===== src/dphy_rx_pkg.sv =====
`default_nettype none

package dphy_rx_pkg;

  // Lane configuration
  localparam int NUM_LANES = 2;

  // HS sync pattern sent LSB first on the wire
  localparam logic [7:0] SYNC_BYTE = 8'hB8;

  // Bytes of HS data ignored after the lane enters LP-00
  localparam int SETTLE_BYTES = 6;

  // Largest lead of one lane over another before deskew gives up
  localparam int MAX_SKEW = 3;

  // Per-lane deskew FIFO depth
  localparam int DESKEW_DEPTH = 4;

  // Derived widths
  localparam int SETTLE_CNT_W = $clog2(SETTLE_BYTES + 1);
  localparam int FIFO_PTR_W   = $clog2(DESKEW_DEPTH);
  localparam int FIFO_CNT_W   = $clog2(DESKEW_DEPTH + 1);
  localparam int SKEW_CNT_W   = $clog2(MAX_SKEW + 1);
  localparam int RX_WORD_W    = 32;

  // One byte per lane, lane 0 in the low byte
  typedef logic [NUM_LANES-1:0][7:0] lane_bytes_t;

  // Deskewed bytes of all lanes taken in the same cycle
  typedef struct packed {
    lane_bytes_t data;
    logic        valid;
  } lane_word_t;

  // Output word of the receive path
  typedef struct packed {
    logic [RX_WORD_W-1:0] data;
    logic                 valid;
  } rx_word_t;

  // Byte aligner states
  typedef enum logic [1:0] {
    ALIGN_IDLE,
    ALIGN_HUNT,
    ALIGN_LOCKED
  } align_state_t;

endpackage

`default_nettype wire


===== src/dphy_settle_ignore.sv =====
`default_nettype none

module dphy_settle_ignore (
  input  logic byte_clk,
  input  logic arst_n_i,
  input  logic lp_p_i,
  input  logic lp_n_i,
  output logic hs_valid_o
);

import dphy_rx_pkg::*;

// Synchroniser stages holding {p, n}
logic [1:0]              lp_meta;
logic [1:0]              lp_sync;
logic                    lp_00;
logic [SETTLE_CNT_W-1:0] settle_cnt;

// Lines idle in the stop state (LP-11) after reset
always_ff @( posedge byte_clk, negedge arst_n_i )
  if( !arst_n_i )
    begin
      lp_meta <= 2'b11;
      lp_sync <= 2'b11;
    end
  else
    begin
      lp_meta <= {lp_p_i, lp_n_i};
      lp_sync <= lp_meta;
    end

assign lp_00 = ( lp_sync == 2'b00 );

// Count settle bytes in LP-00 and drop valid on any other line state
always_ff @( posedge byte_clk, negedge arst_n_i )
  if( !arst_n_i )
    begin
      settle_cnt <= '0;
      hs_valid_o <= 1'b0;
    end
  else if( !lp_00 )
    begin
      settle_cnt <= '0;
      hs_valid_o <= 1'b0;
    end
  else if( !hs_valid_o )
    begin
      settle_cnt <= settle_cnt + 1'b1;
      // Last settle byte seen
      if( settle_cnt == SETTLE_CNT_W'( SETTLE_BYTES - 1 ) )
        hs_valid_o <= 1'b1;
    end

endmodule

`default_nettype wire


===== src/dphy_byte_align.sv =====
`default_nettype none

module dphy_byte_align (
  input  logic       byte_clk,
  input  logic       arst_n_i,
  input  logic [7:0] unaligned_byte_i,
  input  logic       hs_valid_i,
  input  logic       reset_align_i,
  input  logic       pkt_end_i,
  output logic [7:0] aligned_byte_o,
  output logic       valid_o
);

import dphy_rx_pkg::*;

align_state_t state;
align_state_t state_next;

// Two-byte view of the bit stream, older byte in the low half
logic [7:0]  prev_byte;
logic [15:0] window;

logic [2:0]  match_offset;
logic        match_found;
logic [2:0]  lock_offset;

logic        hs_valid_q;
logic        hs_rise;
logic        drop_lock;

always_ff @( posedge byte_clk )
  prev_byte <= unaligned_byte_i;

assign window = {unaligned_byte_i, prev_byte};

// Lowest matching offset wins, so scan from the top down
always_comb
  begin
    match_found  = 1'b0;
    match_offset = '0;
    for( int i = 7; i >= 0; i-- )
      if( window[i +: 8] == SYNC_BYTE )
        begin
          match_found  = 1'b1;
          match_offset = 3'( i );
        end
  end

// Hunting starts only on a fresh HS burst
assign hs_rise   = hs_valid_i && !hs_valid_q;
assign drop_lock = !hs_valid_i || reset_align_i || pkt_end_i;

always_comb
  begin
    state_next = state;
    case( state )
      ALIGN_IDLE:
        if( hs_rise && !reset_align_i )
          state_next = ALIGN_HUNT;
      ALIGN_HUNT:
        if( drop_lock )
          state_next = ALIGN_IDLE;
        else if( match_found )
          state_next = ALIGN_LOCKED;
      ALIGN_LOCKED:
        if( drop_lock )
          state_next = ALIGN_IDLE;
      default:
        state_next = ALIGN_IDLE;
    endcase
  end

always_ff @( posedge byte_clk, negedge arst_n_i )
  if( !arst_n_i )
    begin
      state      <= ALIGN_IDLE;
      hs_valid_q <= 1'b0;
    end
  else
    begin
      state      <= state_next;
      hs_valid_q <= hs_valid_i;
    end

// Offset is captured together with the sync byte itself
always_ff @( posedge byte_clk, negedge arst_n_i )
  if( !arst_n_i )
    lock_offset <= '0;
  else if( state == ALIGN_HUNT && match_found && !drop_lock )
    lock_offset <= match_offset;

// Sync byte is never output and streaming starts with the byte after it
always_ff @( posedge byte_clk, negedge arst_n_i )
  if( !arst_n_i )
    valid_o <= 1'b0;
  else
    valid_o <= ( state == ALIGN_LOCKED ) && !drop_lock;

always_ff @( posedge byte_clk )
  aligned_byte_o <= window[lock_offset +: 8];

endmodule

`default_nettype wire


===== src/dphy_word_align.sv =====
`default_nettype none

module dphy_word_align (
  input  logic                              byte_clk,
  input  logic                              arst_n_i,
  input  dphy_rx_pkg::lane_bytes_t          byte_i,
  input  logic [dphy_rx_pkg::NUM_LANES-1:0] valid_i,
  input  logic                              pkt_end_i,
  output dphy_rx_pkg::lane_word_t           word_o,
  output logic                              reset_align_o
);

import dphy_rx_pkg::*;

logic [7:0]                           fifo_mem [NUM_LANES][DESKEW_DEPTH];
logic [NUM_LANES-1:0][FIFO_PTR_W-1:0] wr_ptr;
logic [NUM_LANES-1:0][FIFO_PTR_W-1:0] rd_ptr;
logic [NUM_LANES-1:0][FIFO_CNT_W-1:0] fill;
logic [NUM_LANES-1:0][SKEW_CNT_W-1:0] wait_cnt;

logic [NUM_LANES-1:0] not_empty;
logic [NUM_LANES-1:0] push;
logic [NUM_LANES-1:0] lane_late;
logic                 all_ready;
logic                 skew_det;
logic                 flush;
lane_bytes_t          head;
lane_bytes_t          out_data;
logic                 out_valid;

function automatic logic [FIFO_PTR_W-1:0] ptr_inc( input logic [FIFO_PTR_W-1:0] ptr );
  if( ptr == FIFO_PTR_W'( DESKEW_DEPTH - 1 ) )
    return '0;
  return ptr + 1'b1;
endfunction

always_comb
  for( int i = 0; i < NUM_LANES; i++ )
    begin
      not_empty[i] = ( fill[i] != '0 );
      head[i]      = fifo_mem[i][rd_ptr[i]];
    end

// One byte leaves every lane together
assign all_ready = &not_empty;

always_comb
  for( int i = 0; i < NUM_LANES; i++ )
    begin
      push[i]      = valid_i[i] && ( fill[i] != FIFO_CNT_W'( DESKEW_DEPTH ) || all_ready );
      // Lane has waited MAX_SKEW cycles and still another lane is empty
      lane_late[i] = not_empty[i] && !all_ready &&
                     ( wait_cnt[i] == SKEW_CNT_W'( MAX_SKEW ) );
    end

assign skew_det = |lane_late;

// Keep flushing while the aligners see the reset pulse
assign flush = skew_det || reset_align_o || pkt_end_i;

always_ff @( posedge byte_clk, negedge arst_n_i )
  if( !arst_n_i )
    begin
      wr_ptr   <= '0;
      rd_ptr   <= '0;
      fill     <= '0;
      wait_cnt <= '0;
    end
  else
    for( int i = 0; i < NUM_LANES; i++ )
      if( flush )
        begin
          wr_ptr[i]   <= '0;
          rd_ptr[i]   <= '0;
          fill[i]     <= '0;
          wait_cnt[i] <= '0;
        end
      else
        begin
          if( push[i] )
            wr_ptr[i] <= ptr_inc( wr_ptr[i] );
          if( all_ready )
            rd_ptr[i] <= ptr_inc( rd_ptr[i] );
          fill[i] <= fill[i] + FIFO_CNT_W'( push[i] ) - FIFO_CNT_W'( all_ready );
          if( not_empty[i] && !all_ready )
            wait_cnt[i] <= wait_cnt[i] + 1'b1;
          else
            wait_cnt[i] <= '0;
        end

always_ff @( posedge byte_clk )
  for( int i = 0; i < NUM_LANES; i++ )
    if( push[i] )
      fifo_mem[i][wr_ptr[i]] <= byte_i[i];

always_ff @( posedge byte_clk, negedge arst_n_i )
  if( !arst_n_i )
    begin
      out_valid     <= 1'b0;
      reset_align_o <= 1'b0;
    end
  else
    begin
      out_valid     <= all_ready && !flush;
      reset_align_o <= skew_det;
    end

always_ff @( posedge byte_clk )
  if( all_ready )
    out_data <= head;

assign word_o.data  = out_data;
assign word_o.valid = out_valid;

endmodule

`default_nettype wire


===== src/dphy_32b_map.sv =====
`default_nettype none

module dphy_32b_map (
  input  logic                    byte_clk,
  input  logic                    arst_n_i,
  input  dphy_rx_pkg::lane_word_t word_i,
  input  logic                    pkt_end_i,
  output dphy_rx_pkg::rx_word_t   word_o
);

import dphy_rx_pkg::*;

// High when the holding register has the first half of a word
logic                 phase;
lane_bytes_t          hold;
logic [RX_WORD_W-1:0] out_data;
logic                 out_valid;

always_ff @( posedge byte_clk, negedge arst_n_i )
  if( !arst_n_i )
    phase <= 1'b0;
  else if( pkt_end_i )
    phase <= 1'b0;
  else if( word_i.valid )
    phase <= !phase;

// Half word is dropped at packet end
always_ff @( posedge byte_clk )
  if( pkt_end_i )
    hold <= '0;
  else if( word_i.valid && !phase )
    hold <= word_i.data;

// A word completed in the packet end cycle is still delivered
always_ff @( posedge byte_clk, negedge arst_n_i )
  if( !arst_n_i )
    out_valid <= 1'b0;
  else
    out_valid <= word_i.valid && phase;

// First lane word in time goes to the low half
always_ff @( posedge byte_clk )
  if( word_i.valid && phase )
    out_data <= {word_i.data, hold};

assign word_o.data  = out_data;
assign word_o.valid = out_valid;

endmodule

`default_nettype wire


===== src/dphy_rx_core.sv =====
`default_nettype none

module dphy_rx_core (
  input  logic                              byte_clk,
  input  logic                              arst_n_i,
  input  dphy_rx_pkg::lane_bytes_t          lane_byte_i,
  input  logic [dphy_rx_pkg::NUM_LANES-1:0] lp_p_i,
  input  logic [dphy_rx_pkg::NUM_LANES-1:0] lp_n_i,
  input  logic                              pkt_end_i,
  output dphy_rx_pkg::rx_word_t             word_o,
  output logic                              skew_err_o
);

import dphy_rx_pkg::*;

// Per-lane HS data qualifier after settle time
logic [NUM_LANES-1:0] hs_valid;
// Realigned bytes from the aligners
lane_bytes_t          aligned_byte;
logic [NUM_LANES-1:0] aligned_valid;
// Deskew failure restarts every aligner
logic                 reset_align;
lane_word_t           lane_word;

generate
  for( genvar i = 0; i < NUM_LANES; i++ )
    begin : lane
      dphy_settle_ignore settle_ignore (
        .byte_clk   ( byte_clk    ),
        .arst_n_i   ( arst_n_i    ),
        .lp_p_i     ( lp_p_i[i]   ),
        .lp_n_i     ( lp_n_i[i]   ),
        .hs_valid_o ( hs_valid[i] )
      );

      dphy_byte_align byte_align (
        .byte_clk         ( byte_clk         ),
        .arst_n_i         ( arst_n_i         ),
        .unaligned_byte_i ( lane_byte_i[i]   ),
        .hs_valid_i       ( hs_valid[i]      ),
        .reset_align_i    ( reset_align      ),
        .pkt_end_i        ( pkt_end_i        ),
        .aligned_byte_o   ( aligned_byte[i]  ),
        .valid_o          ( aligned_valid[i] )
      );
    end
endgenerate

dphy_word_align word_align (
  .byte_clk      ( byte_clk      ),
  .arst_n_i      ( arst_n_i      ),
  .byte_i        ( aligned_byte  ),
  .valid_i       ( aligned_valid ),
  .pkt_end_i     ( pkt_end_i     ),
  .word_o        ( lane_word     ),
  .reset_align_o ( reset_align   )
);

dphy_32b_map mapper (
  .byte_clk  ( byte_clk  ),
  .arst_n_i  ( arst_n_i  ),
  .word_i    ( lane_word ),
  .pkt_end_i ( pkt_end_i ),
  .word_o    ( word_o    )
);

assign skew_err_o = reset_align;

endmodule

`default_nettype wire


===== config.mk =====
export PLATFORM = sky130hd
export DESIGN_NAME = dphy_rx_core
export DESIGN_NICKNAME = d
export VERILOG_FILES = /design/src/dphy_rx_pkg.sv /design/src/dphy_settle_ignore.sv /design/src/dphy_byte_align.sv /design/src/dphy_word_align.sv /design/src/dphy_32b_map.sv /design/src/dphy_rx_core.sv
export SDC_FILE = /design/constraint.sdc
export NUM_CORES = 1
export LEC_CHECK = 0
export BUFFER_PORTS_ARGS = -buffer_cell sky130_fd_sc_hd__buf_4
export CAP_MARGIN = 15
export CORE_MARGIN = 5
export CORE_UTILIZATION = 45
export DETAILED_ROUTE_END_ITERATION = 8
export PLACE_DENSITY_LB_ADDON = 0.12
export SYNTH_ARGS = -nofsm -noshare
export SYNTH_HDL_FRONTEND = slang
export SYNTH_SLANG_ARGS = --single-unit
export TNS_END_PERCENT = 100

===== constraint.sdc =====
create_clock -name byte_clk -period 3.3 [get_ports byte_clk]
set_input_delay 0.33 -clock byte_clk [delete_from_list [all_inputs] [get_ports byte_clk]]
set_output_delay 0.33 -clock byte_clk [all_outputs]
set_load 0.01 [all_outputs]

==> flow_metrics.env, run 1 <==
export IMPL_max_stage_delay_ns=0.43
export IMPL_async_reset_ff_share_pct=24.5
export IMPL_antenna_found_initial=0
export IMPL_yosysUniqueCellTypes=47
export IMPL_cts_resized_gates=0
export IMPL_cts_sinks=212
export IMPL_fin_crit_ns=2.67
export IMPL_port_buffers=56
export IMPL_seq_area_frac_synth_pct=67.0
export IMPL_rr_worst_depth=11
export IMPL_n_antenna_cell=0
export IMPL_routabilityCongestion=0.842
export IMPL_postCtsHoldBufs=21
export IMPL_area_delta_synth_final_pct=19.0
export IMPL_cts_tree="yes"
export IMPL_cp_start_kind="flip-flop"
export IMPL_grt_max_degree=53
export IMPL_hpwl_um=9400
export IMPL_cts_buffers=23
export IMPL_period_share_pct=80.9
export IMPL_setup_violations=0
export IMPL_fin_tns_setup_ns=0
export IMPL_powerDensity_nw_per_um2=556
export IMPL_boundaryPins=57
export IMPL_hold_path_end="mapper.hold[4]"
export IMPL_cp_buffers_inverters=3
export IMPL_worstPathRequired_ns=3.68
export IMPL_die_y_um=147
export IMPL_synth_common_cells="edfxtp_1, nand2_1, dfxtp_1"
export IMPL_max_slew_margin_pct=30.9
export IMPL_leakage_nw=3.84
export IMPL_clock_path_buffers=3
export IMPL_drv_slew=0
export IMPL_worstSetupPathType="flip-flop to flip-flop"
export IMPL_cp_max_fo=8
export IMPL_cts_root_buf="clkbuf_16"
export IMPL_track_usage_pct=13.4
export IMPL_min_delay_start="pkt_end_i"
export IMPL_clk_pin_slew_ns=0.06
export IMPL_outcome="finished, final reports clean"
export IMPL_reg2reg_slack_ns=0.63
export IMPL_ant_nets=0
export IMPL_synth_most_common_cell="edfxtp_1"
export IMPL_synth_avg_cell_area_um2=14.0
export IMPL_hold_violations=0
export IMPL_switchingPower_w=0.00112
export IMPL_initial_utilization_pct=45.3
export IMPL_drc=0
export IMPL_core_um2=18600
export IMPL_worst_skew_pair_late_latency_ns=0.52
export IMPL_hold_path_class="input port to flip-flop"
export IMPL_combPwrFrac_pct=2.5
export IMPL_timing_rr_start="word_align.fill[4]"
export IMPL_wl_um=14100
export IMPL_cts_setup_buffers=0
export IMPL_clkPwrFrac_pct=46.4
export IMPL_cp_slowest_cell="dfrtp_1"
export IMPL_ys_warn_count=0
export IMPL_viasPerCell=5.09
export IMPL_synth_edf_count=112
export IMPL_fin_skew_ns=0.0135
export IMPL_synth_area_top_cells="edfxtp_1, dfrtp_1, dfxtp_1"
export IMPL_syn_inst=602
export IMPL_place_ws_ns=0.612
export IMPL_grt_overflow_total=0
export IMPL_synth_seq_cells=212
export IMPL_path_cells="or3_1 -> nand2_1 -> inv_1 -> ha_1 -> inv_1 -> ha_1 -> inv_1 -> fa_1 -> xor2_1 -> xnor2_1 -> nor2_1"
export IMPL_yosysTopAreaCellShare_pct=40.0
export IMPL_seq_power_share_pct=51.1
export IMPL_num_rows=50
export IMPL_ir_worst_vdd_mv=0.340
export IMPL_firstDrtPassIters=4
export IMPL_rr_endpoint="word_align.fill[5]"
export IMPL_dr_first_iter_drc_count=268
export IMPL_first_global_vias=4895
export IMPL_maxCapViolations=0
export IMPL_fin_util_pct=53.9
export IMPL_crit_arrival_ns=3.04
export IMPL_grt_first_pass_wirelength_um=24200
export IMPL_fp_dieW_um=147
export IMPL_drive_gt1_share_pct=21.1
export IMPL_htreeDepth=1
export IMPL_path_delay_family="adder cells"
export IMPL_fmax_mhz=375
export IMPL_crit_path_end_kind="flip-flop"
export IMPL_p_int_w=0.00445
export IMPL_crit_top_cell="inv_1"
export IMPL_vias=4761
export IMPL_layout_setup_ws_ns=0.632
export IMPL_nNetsFinal=729
export IMPL_synth_flop_cell="edfxtp_1"
export IMPL_die_area_um2=21500
export IMPL_synthesis_nets=647
export IMPL_rsz0062_at_grt="false"
export IMPL_yosys_area_top_type="edfxtp_1"
export IMPL_worst_pin_slew_ns=1.03
export IMPL_syn_area_um2=8410
export IMPL_post_drt_wl_per_cell_um=15.0
export IMPL_sw_frac_of_total_pct=20.1
export IMPL_whs_path_depth=2
==> layer usage <==
metal / vias to the layer above / part of all wire [%] / global-route usage [%] / wire [um]
met4: 0 / 2.9 / 4.14 / 410
li1: 2363 / - / - / -
met3: 31 / 4.8 / 2.99 / 680
met2: 85 / 47 / 22.1 / 6670
met5: - / 0 / 0 / 0
met1: 2282 / 45 / 17.8 / 6300
==> final cells by class <==
class                      count  area [um^2]
clock buffer                  28          614
clock inverter                14          164
fill                        1557         8570
inverter                      25         93.8
multi-input combinational    343         2560
sequential                   212         5640
tap                          234          293
timing repair buffer          79          646
==> cell families (layout without fill, tap and decap cells) <==
family | count (synthesis) | count (layout) | share of synthesized area [%]
multiplexers | 45 | 45 | 8.94
adder cells (fa/ha/maj) | 22 | 22 | 3.45
buffers and inverters | 47 | 146 | 2.49
AO/OA/AOI/OAI | 82 | 82 | 5.46
XOR/XNOR | 8 | 8 | 0.833
flip-flops | 212 | 212 | 67.0
AND/OR/NAND/NOR | 186 | 186 | 11.8
==> worst register-to-register path: cells and delay by family, from the launching register on <==
family        cells  cell delay (ns)
simple gates      3             0.72
fa+ha+maj         3             0.84
flops             1             0.43
buf+inv           3             0.23
xor+xnor          2             0.31
==> worst max path at each step <==
stage	from	end	slack, ns	cells past startpoint
6_report	word_align.fill[4]	word_align.fill[5]	0.63	11
5_1_grt	word_align.fill[1]	word_align.fill[5]	0.44	11
4_1_cts	word_align.fill[4]	word_align.fill[5]	0.60	11
3_5_place_dp	word_align.fill[4]	word_align.fill[2]	0.61	11
3_3_place_gp	word_align.fill[1]	word_align.fill[5]	0.73	11
2_1_floorplan	word_align.fill[1]	word_align.fill[5]	0.59	11
==> flip-flops by register name, summed over array words and instances, names as in the netlist <==
register and count:
lane.byte_align.hs_valid_q 2, word_align.wait_cnt 4, lane.byte_align.valid_o 2, lane.settle_ignore.settle_cnt 6, word_align.fill 6, word_align.out_valid 1, mapper.out_valid 1, lane.settle_ignore.lp_meta 4
word_align.word_o 16, lane.byte_align.aligned_byte_o 16, lane.byte_align.state 4, word_align.rd_ptr 4, word_align.reset_align_o 1, lane.settle_ignore.lp_sync 4, mapper.phase 1, lane.byte_align.prev_byte 16
mapper.hold 16, mapper.out_data 32, lane.byte_align.lock_offset 6, lane.settle_ignore.hs_valid_o 2, word_align.wr_ptr 4, word_align.fifo_mem 64
==> power groups by stage <==
stage	clock network [W]	logic, W	registers (W)
6_report	0.00258	0.000141	0.00284
4_1_cts	0.00267	0.000142	0.00284
3_3_place_gp	0	0.000118	0.00290
2_1_floorplan	0	0.0000672	0.00288
5_1_grt	0.00278	0.000158	0.00285
3_5_place_dp	0	0.000122	0.00290
==> layout by cell type, fill, tap and decap left out, drive strengths merged, types with 5 or more instances in the layout <==
master	count
o21ai	23
buf	58
nor2	34
inv	24
mux2	8
dfstp	8
mux4	23
nor2b	8
nand2	78
mux2i	14
clkinv	10
dfrtp	44
ha	20
dlygate4sd3	21
and4bb	11
nand3	5
nor3	16
nor4bb	11
dfxtp	48
edfxtp	112
and2	9
clkbuf	28
a21oi	45
==> per-stage QoR <==
step / hold slack, ns / cell area, um^2 / std cells / power (W)
4_1_cts: 0.126 / 10000 / 935 / 0.00566
3_5_place_dp: 0.347 / 9020 / 872 / 0.00302
6_report: 0.151 / 10000 / 935 / 0.00557
3_3_place_gp: 0.347 / 9020 / 872 / 0.00301
2_1_floorplan: 0.0344 / 8410 / 602 / 0.00295
5_1_grt: 0.159 / 10000 / 935 / 0.00579
(Power assumes the default switching activity.)
==> inputs of run 2 (changes only) <==
==> constraint.sdc (replaced) <==
create_clock -name byte_clk -period 2.3 [get_ports byte_clk]
set_input_delay 0.23 -clock byte_clk [delete_from_list [all_inputs] [get_ports byte_clk]]
set_output_delay 0.23 -clock byte_clk [all_outputs]
set_load 0.01 [all_outputs]
==> run 2 against run 1 <==
  * The run now ends with setup timing left
  * Worst setup slack got worse by 0.65 ns
  * First-iteration DRC count decreased by 3.7%
  * Die area unchanged
  * Register-to-register slack worse by 0.65 ns
  * Non-clock buffer count rose by 17
  * Final cell count increased by 1.7%
  * Routed wire length fell by 0.84%
  * Design area rose by 1.9%
  * Sequential cell count is the same
  * Combinational power is 45% higher
  * Power is 42% higher
  * Largest power group unchanged
==> flow_metrics.env, run 2 (synthesis gave the netlist of run 1 again) <==
export IMPL_fin_skew_ns=0.00632
export IMPL_track_usage_pct=13.3
export IMPL_fp_dieW_um=147
export IMPL_period_share_pct=101
export IMPL_antenna_found_initial=0
export IMPL_cp_buffers_inverters=3
export IMPL_setup_violations=2
export IMPL_drive_gt1_share_pct=24.3
export IMPL_total_power_w=0.00789
export IMPL_initial_utilization_pct=45.3
export IMPL_cp_slowest_cell="or3_4"
export IMPL_num_rows=50
export IMPL_largest_reg_flops=64
export IMPL_fillCellCount=1535
export IMPL_final_cell_mix="edfxtp_1, nand2_1, buf_4, dfxtp_1, a21oi_1"
export IMPL_outcome="finished, violations left"
export IMPL_finalInstanceArea_um2=10200
export IMPL_failed_checks="setup timing"
export IMPL_area_delta_synth_final_pct=21.3
export IMPL_rsz0062_at_grt="true"
export IMPL_crit_top_cell="ha_4"
export IMPL_powerDensity_nw_per_um2=774
export IMPL_vias=4838
export IMPL_fin_crit_ns=2.32
export IMPL_viasPerCell=5.09
export IMPL_met3RoutedLength_um=744
export IMPL_holdWs_ns=0.0888
export IMPL_crit_path_end_kind="flip-flop"
export IMPL_cts_tree="yes"
export IMPL_maxCapViolations=0
export IMPL_hold_path_class="input port to flip-flop"
export IMPL_wl_um=13900
export IMPL_port_buffers=56
export IMPL_placed_cells=884
export IMPL_met2_length_um=6600
export IMPL_first_global_vias=4940
export IMPL_max_slew_margin_pct=56.4
export IMPL_dr_first_iter_drc_count=258
export IMPL_multi_input_area_um2=2640
export IMPL_worstPathRequired_ns=2.68
export IMPL_ant_nets=0
export IMPL_worst_skew_pair_late_latency_ns=0.49
export IMPL_grt_first_pass_wirelength_um=24200
export IMPL_cp_max_fo=3
export IMPL_die_y_um=147
export IMPL_routabilityCongestion=0.862
export IMPL_clock_path_buffers=3
export IMPL_drv_slew=0
export IMPL_die_area_um2=21500
export IMPL_crit_arrival_ns=2.70
export IMPL_leakage_nw=3.91
export IMPL_seqCellArea_um2=5640
export IMPL_worstSetupPathType="flip-flop to flip-flop"
export IMPL_path_delay_family="adder cells"
export IMPL_cts_sinks=212
export IMPL_core_um2=18600
export IMPL_grt_overflow_total=0
export IMPL_post_drt_wl_per_cell_um=14.7
export IMPL_fin_cells=951
export IMPL_highest_layer="met4"
export IMPL_htreeDepth=1
export IMPL_hpwl_um=9360
export IMPL_clk_pin_slew_ns=0.06
export IMPL_layout_setup_ws_ns=-0.0199
export IMPL_fmax_mhz=431
export IMPL_place_ws_ns=-0.00798
export IMPL_drc=0
export IMPL_nNetsFinal=746
export IMPL_m1WireLength_um=6350
export IMPL_cts_buffers=23
export IMPL_place_area_um2=9190
export IMPL_ir_worst_vdd_mv=0.504
export IMPL_cts_root_buf="clkbuf_16"
export IMPL_layout_commonest_cell="edfxtp_1"
export IMPL_boundaryPins=57
export IMPL_firstDrtPassIters=4
export IMPL_grt_max_degree=53
export IMPL_hold_violations=0
export IMPL_n_antenna_cell=0
export IMPL_cp_start_kind="flip-flop"
export IMPL_max_stage_delay_ns=0.41
export IMPL_path_cells="or3_4 -> nand2_4 -> clkinvlp_4 -> ha_4 -> inv_4 -> ha_4 -> inv_2 -> fa_2 -> xor2_1 -> xnor2_1 -> nor2_1"
export IMPL_worst_pin_slew_ns=0.655
## run 2: cell count changes in the layout (fill, tap and decap cells not counted), sizes merged
cell	delta
inv	-2
buf	+17
clkinv	-4
clkbuf	+5
## run 2: cell type report
cell class | instances | share of cell area (%)
clock inverters | 8 | 1.14
well taps | 234 | 2.87
clock buffers | 33 | 6.21
repair buffers | 96 | 7.58
multi-input cells | 343 | 25.9
inverters | 25 | 0.982
flip-flops and latches | 212 | 55.3
## run 2: report_power, final
group	leakage (nW)	internal [W]	total [W]	switching, W
clock	0.363	0.00224	0.00360	0.00136
sequential	2.10	0.00403	0.00408	0.0000485
combinational	1.44	0.000104	0.000204	0.000101
## run 2: worst reg2reg max path, delay by kind of cell (launching register included)
kind	cells	cell delay, ns
adders and majority gates	3	0.72
DFF	1	0.39
xor gates and xnor gates	2	0.32
and+or+nand+nor	3	0.56
buffers and inverters	3	0.22
## run 2: metal layers
metal / vias to the layer above / global-route usage [%]
met4: 0 / 3.72
met2: 85 / 21.8
met5: - / 0
met3: 24 / 2.99
li1: 2392 / -
met1: 2337 / 18.1
## run 2: timing repair
| action | 4_1_cts | 5_1_grt |
|---|---|---|
| hold buffers | 21 | 0 |
| pin swaps | 3 | 8 |
| gates resized for setup | 0 | 2 |
| endpoints found under the setup margin | 2 | 2 |
| buffers inserted | 1 | 4 |
| endpoints found under the hold margin | 64 | 0 |
## run 2: worst paths after layout
kind	to	from	cells after the start	slack, ns
setup / recovery	word_align.fill[5]	word_align.fill[1]	11	-0.02
hold / removal	mapper.hold[11]	pkt_end_i	2	0.09
setup reg to reg	word_align.fill[5]	word_align.fill[1]	11	-0.02
hold reg to reg	lane[0].settle_ignore.lp_sync[1]	lane[0].settle_ignore.lp_meta[1]	0	0.36
max in group asynchronous	word_align.rd_ptr[3]	arst_n_i	2	1.55
min in group asynchronous	lane[0].byte_align.state[0]	arst_n_i	2	0.32
## run 2: through the flow
stage	setup TNS [ns]	util, %
after floorplan	-0.906	-
after global placement	0	49.4
after detailed placement	-0.0142	49.4
after CTS	-0.00378	54.7
after global routing	-0.164	54.9
final	-0.0216	54.9
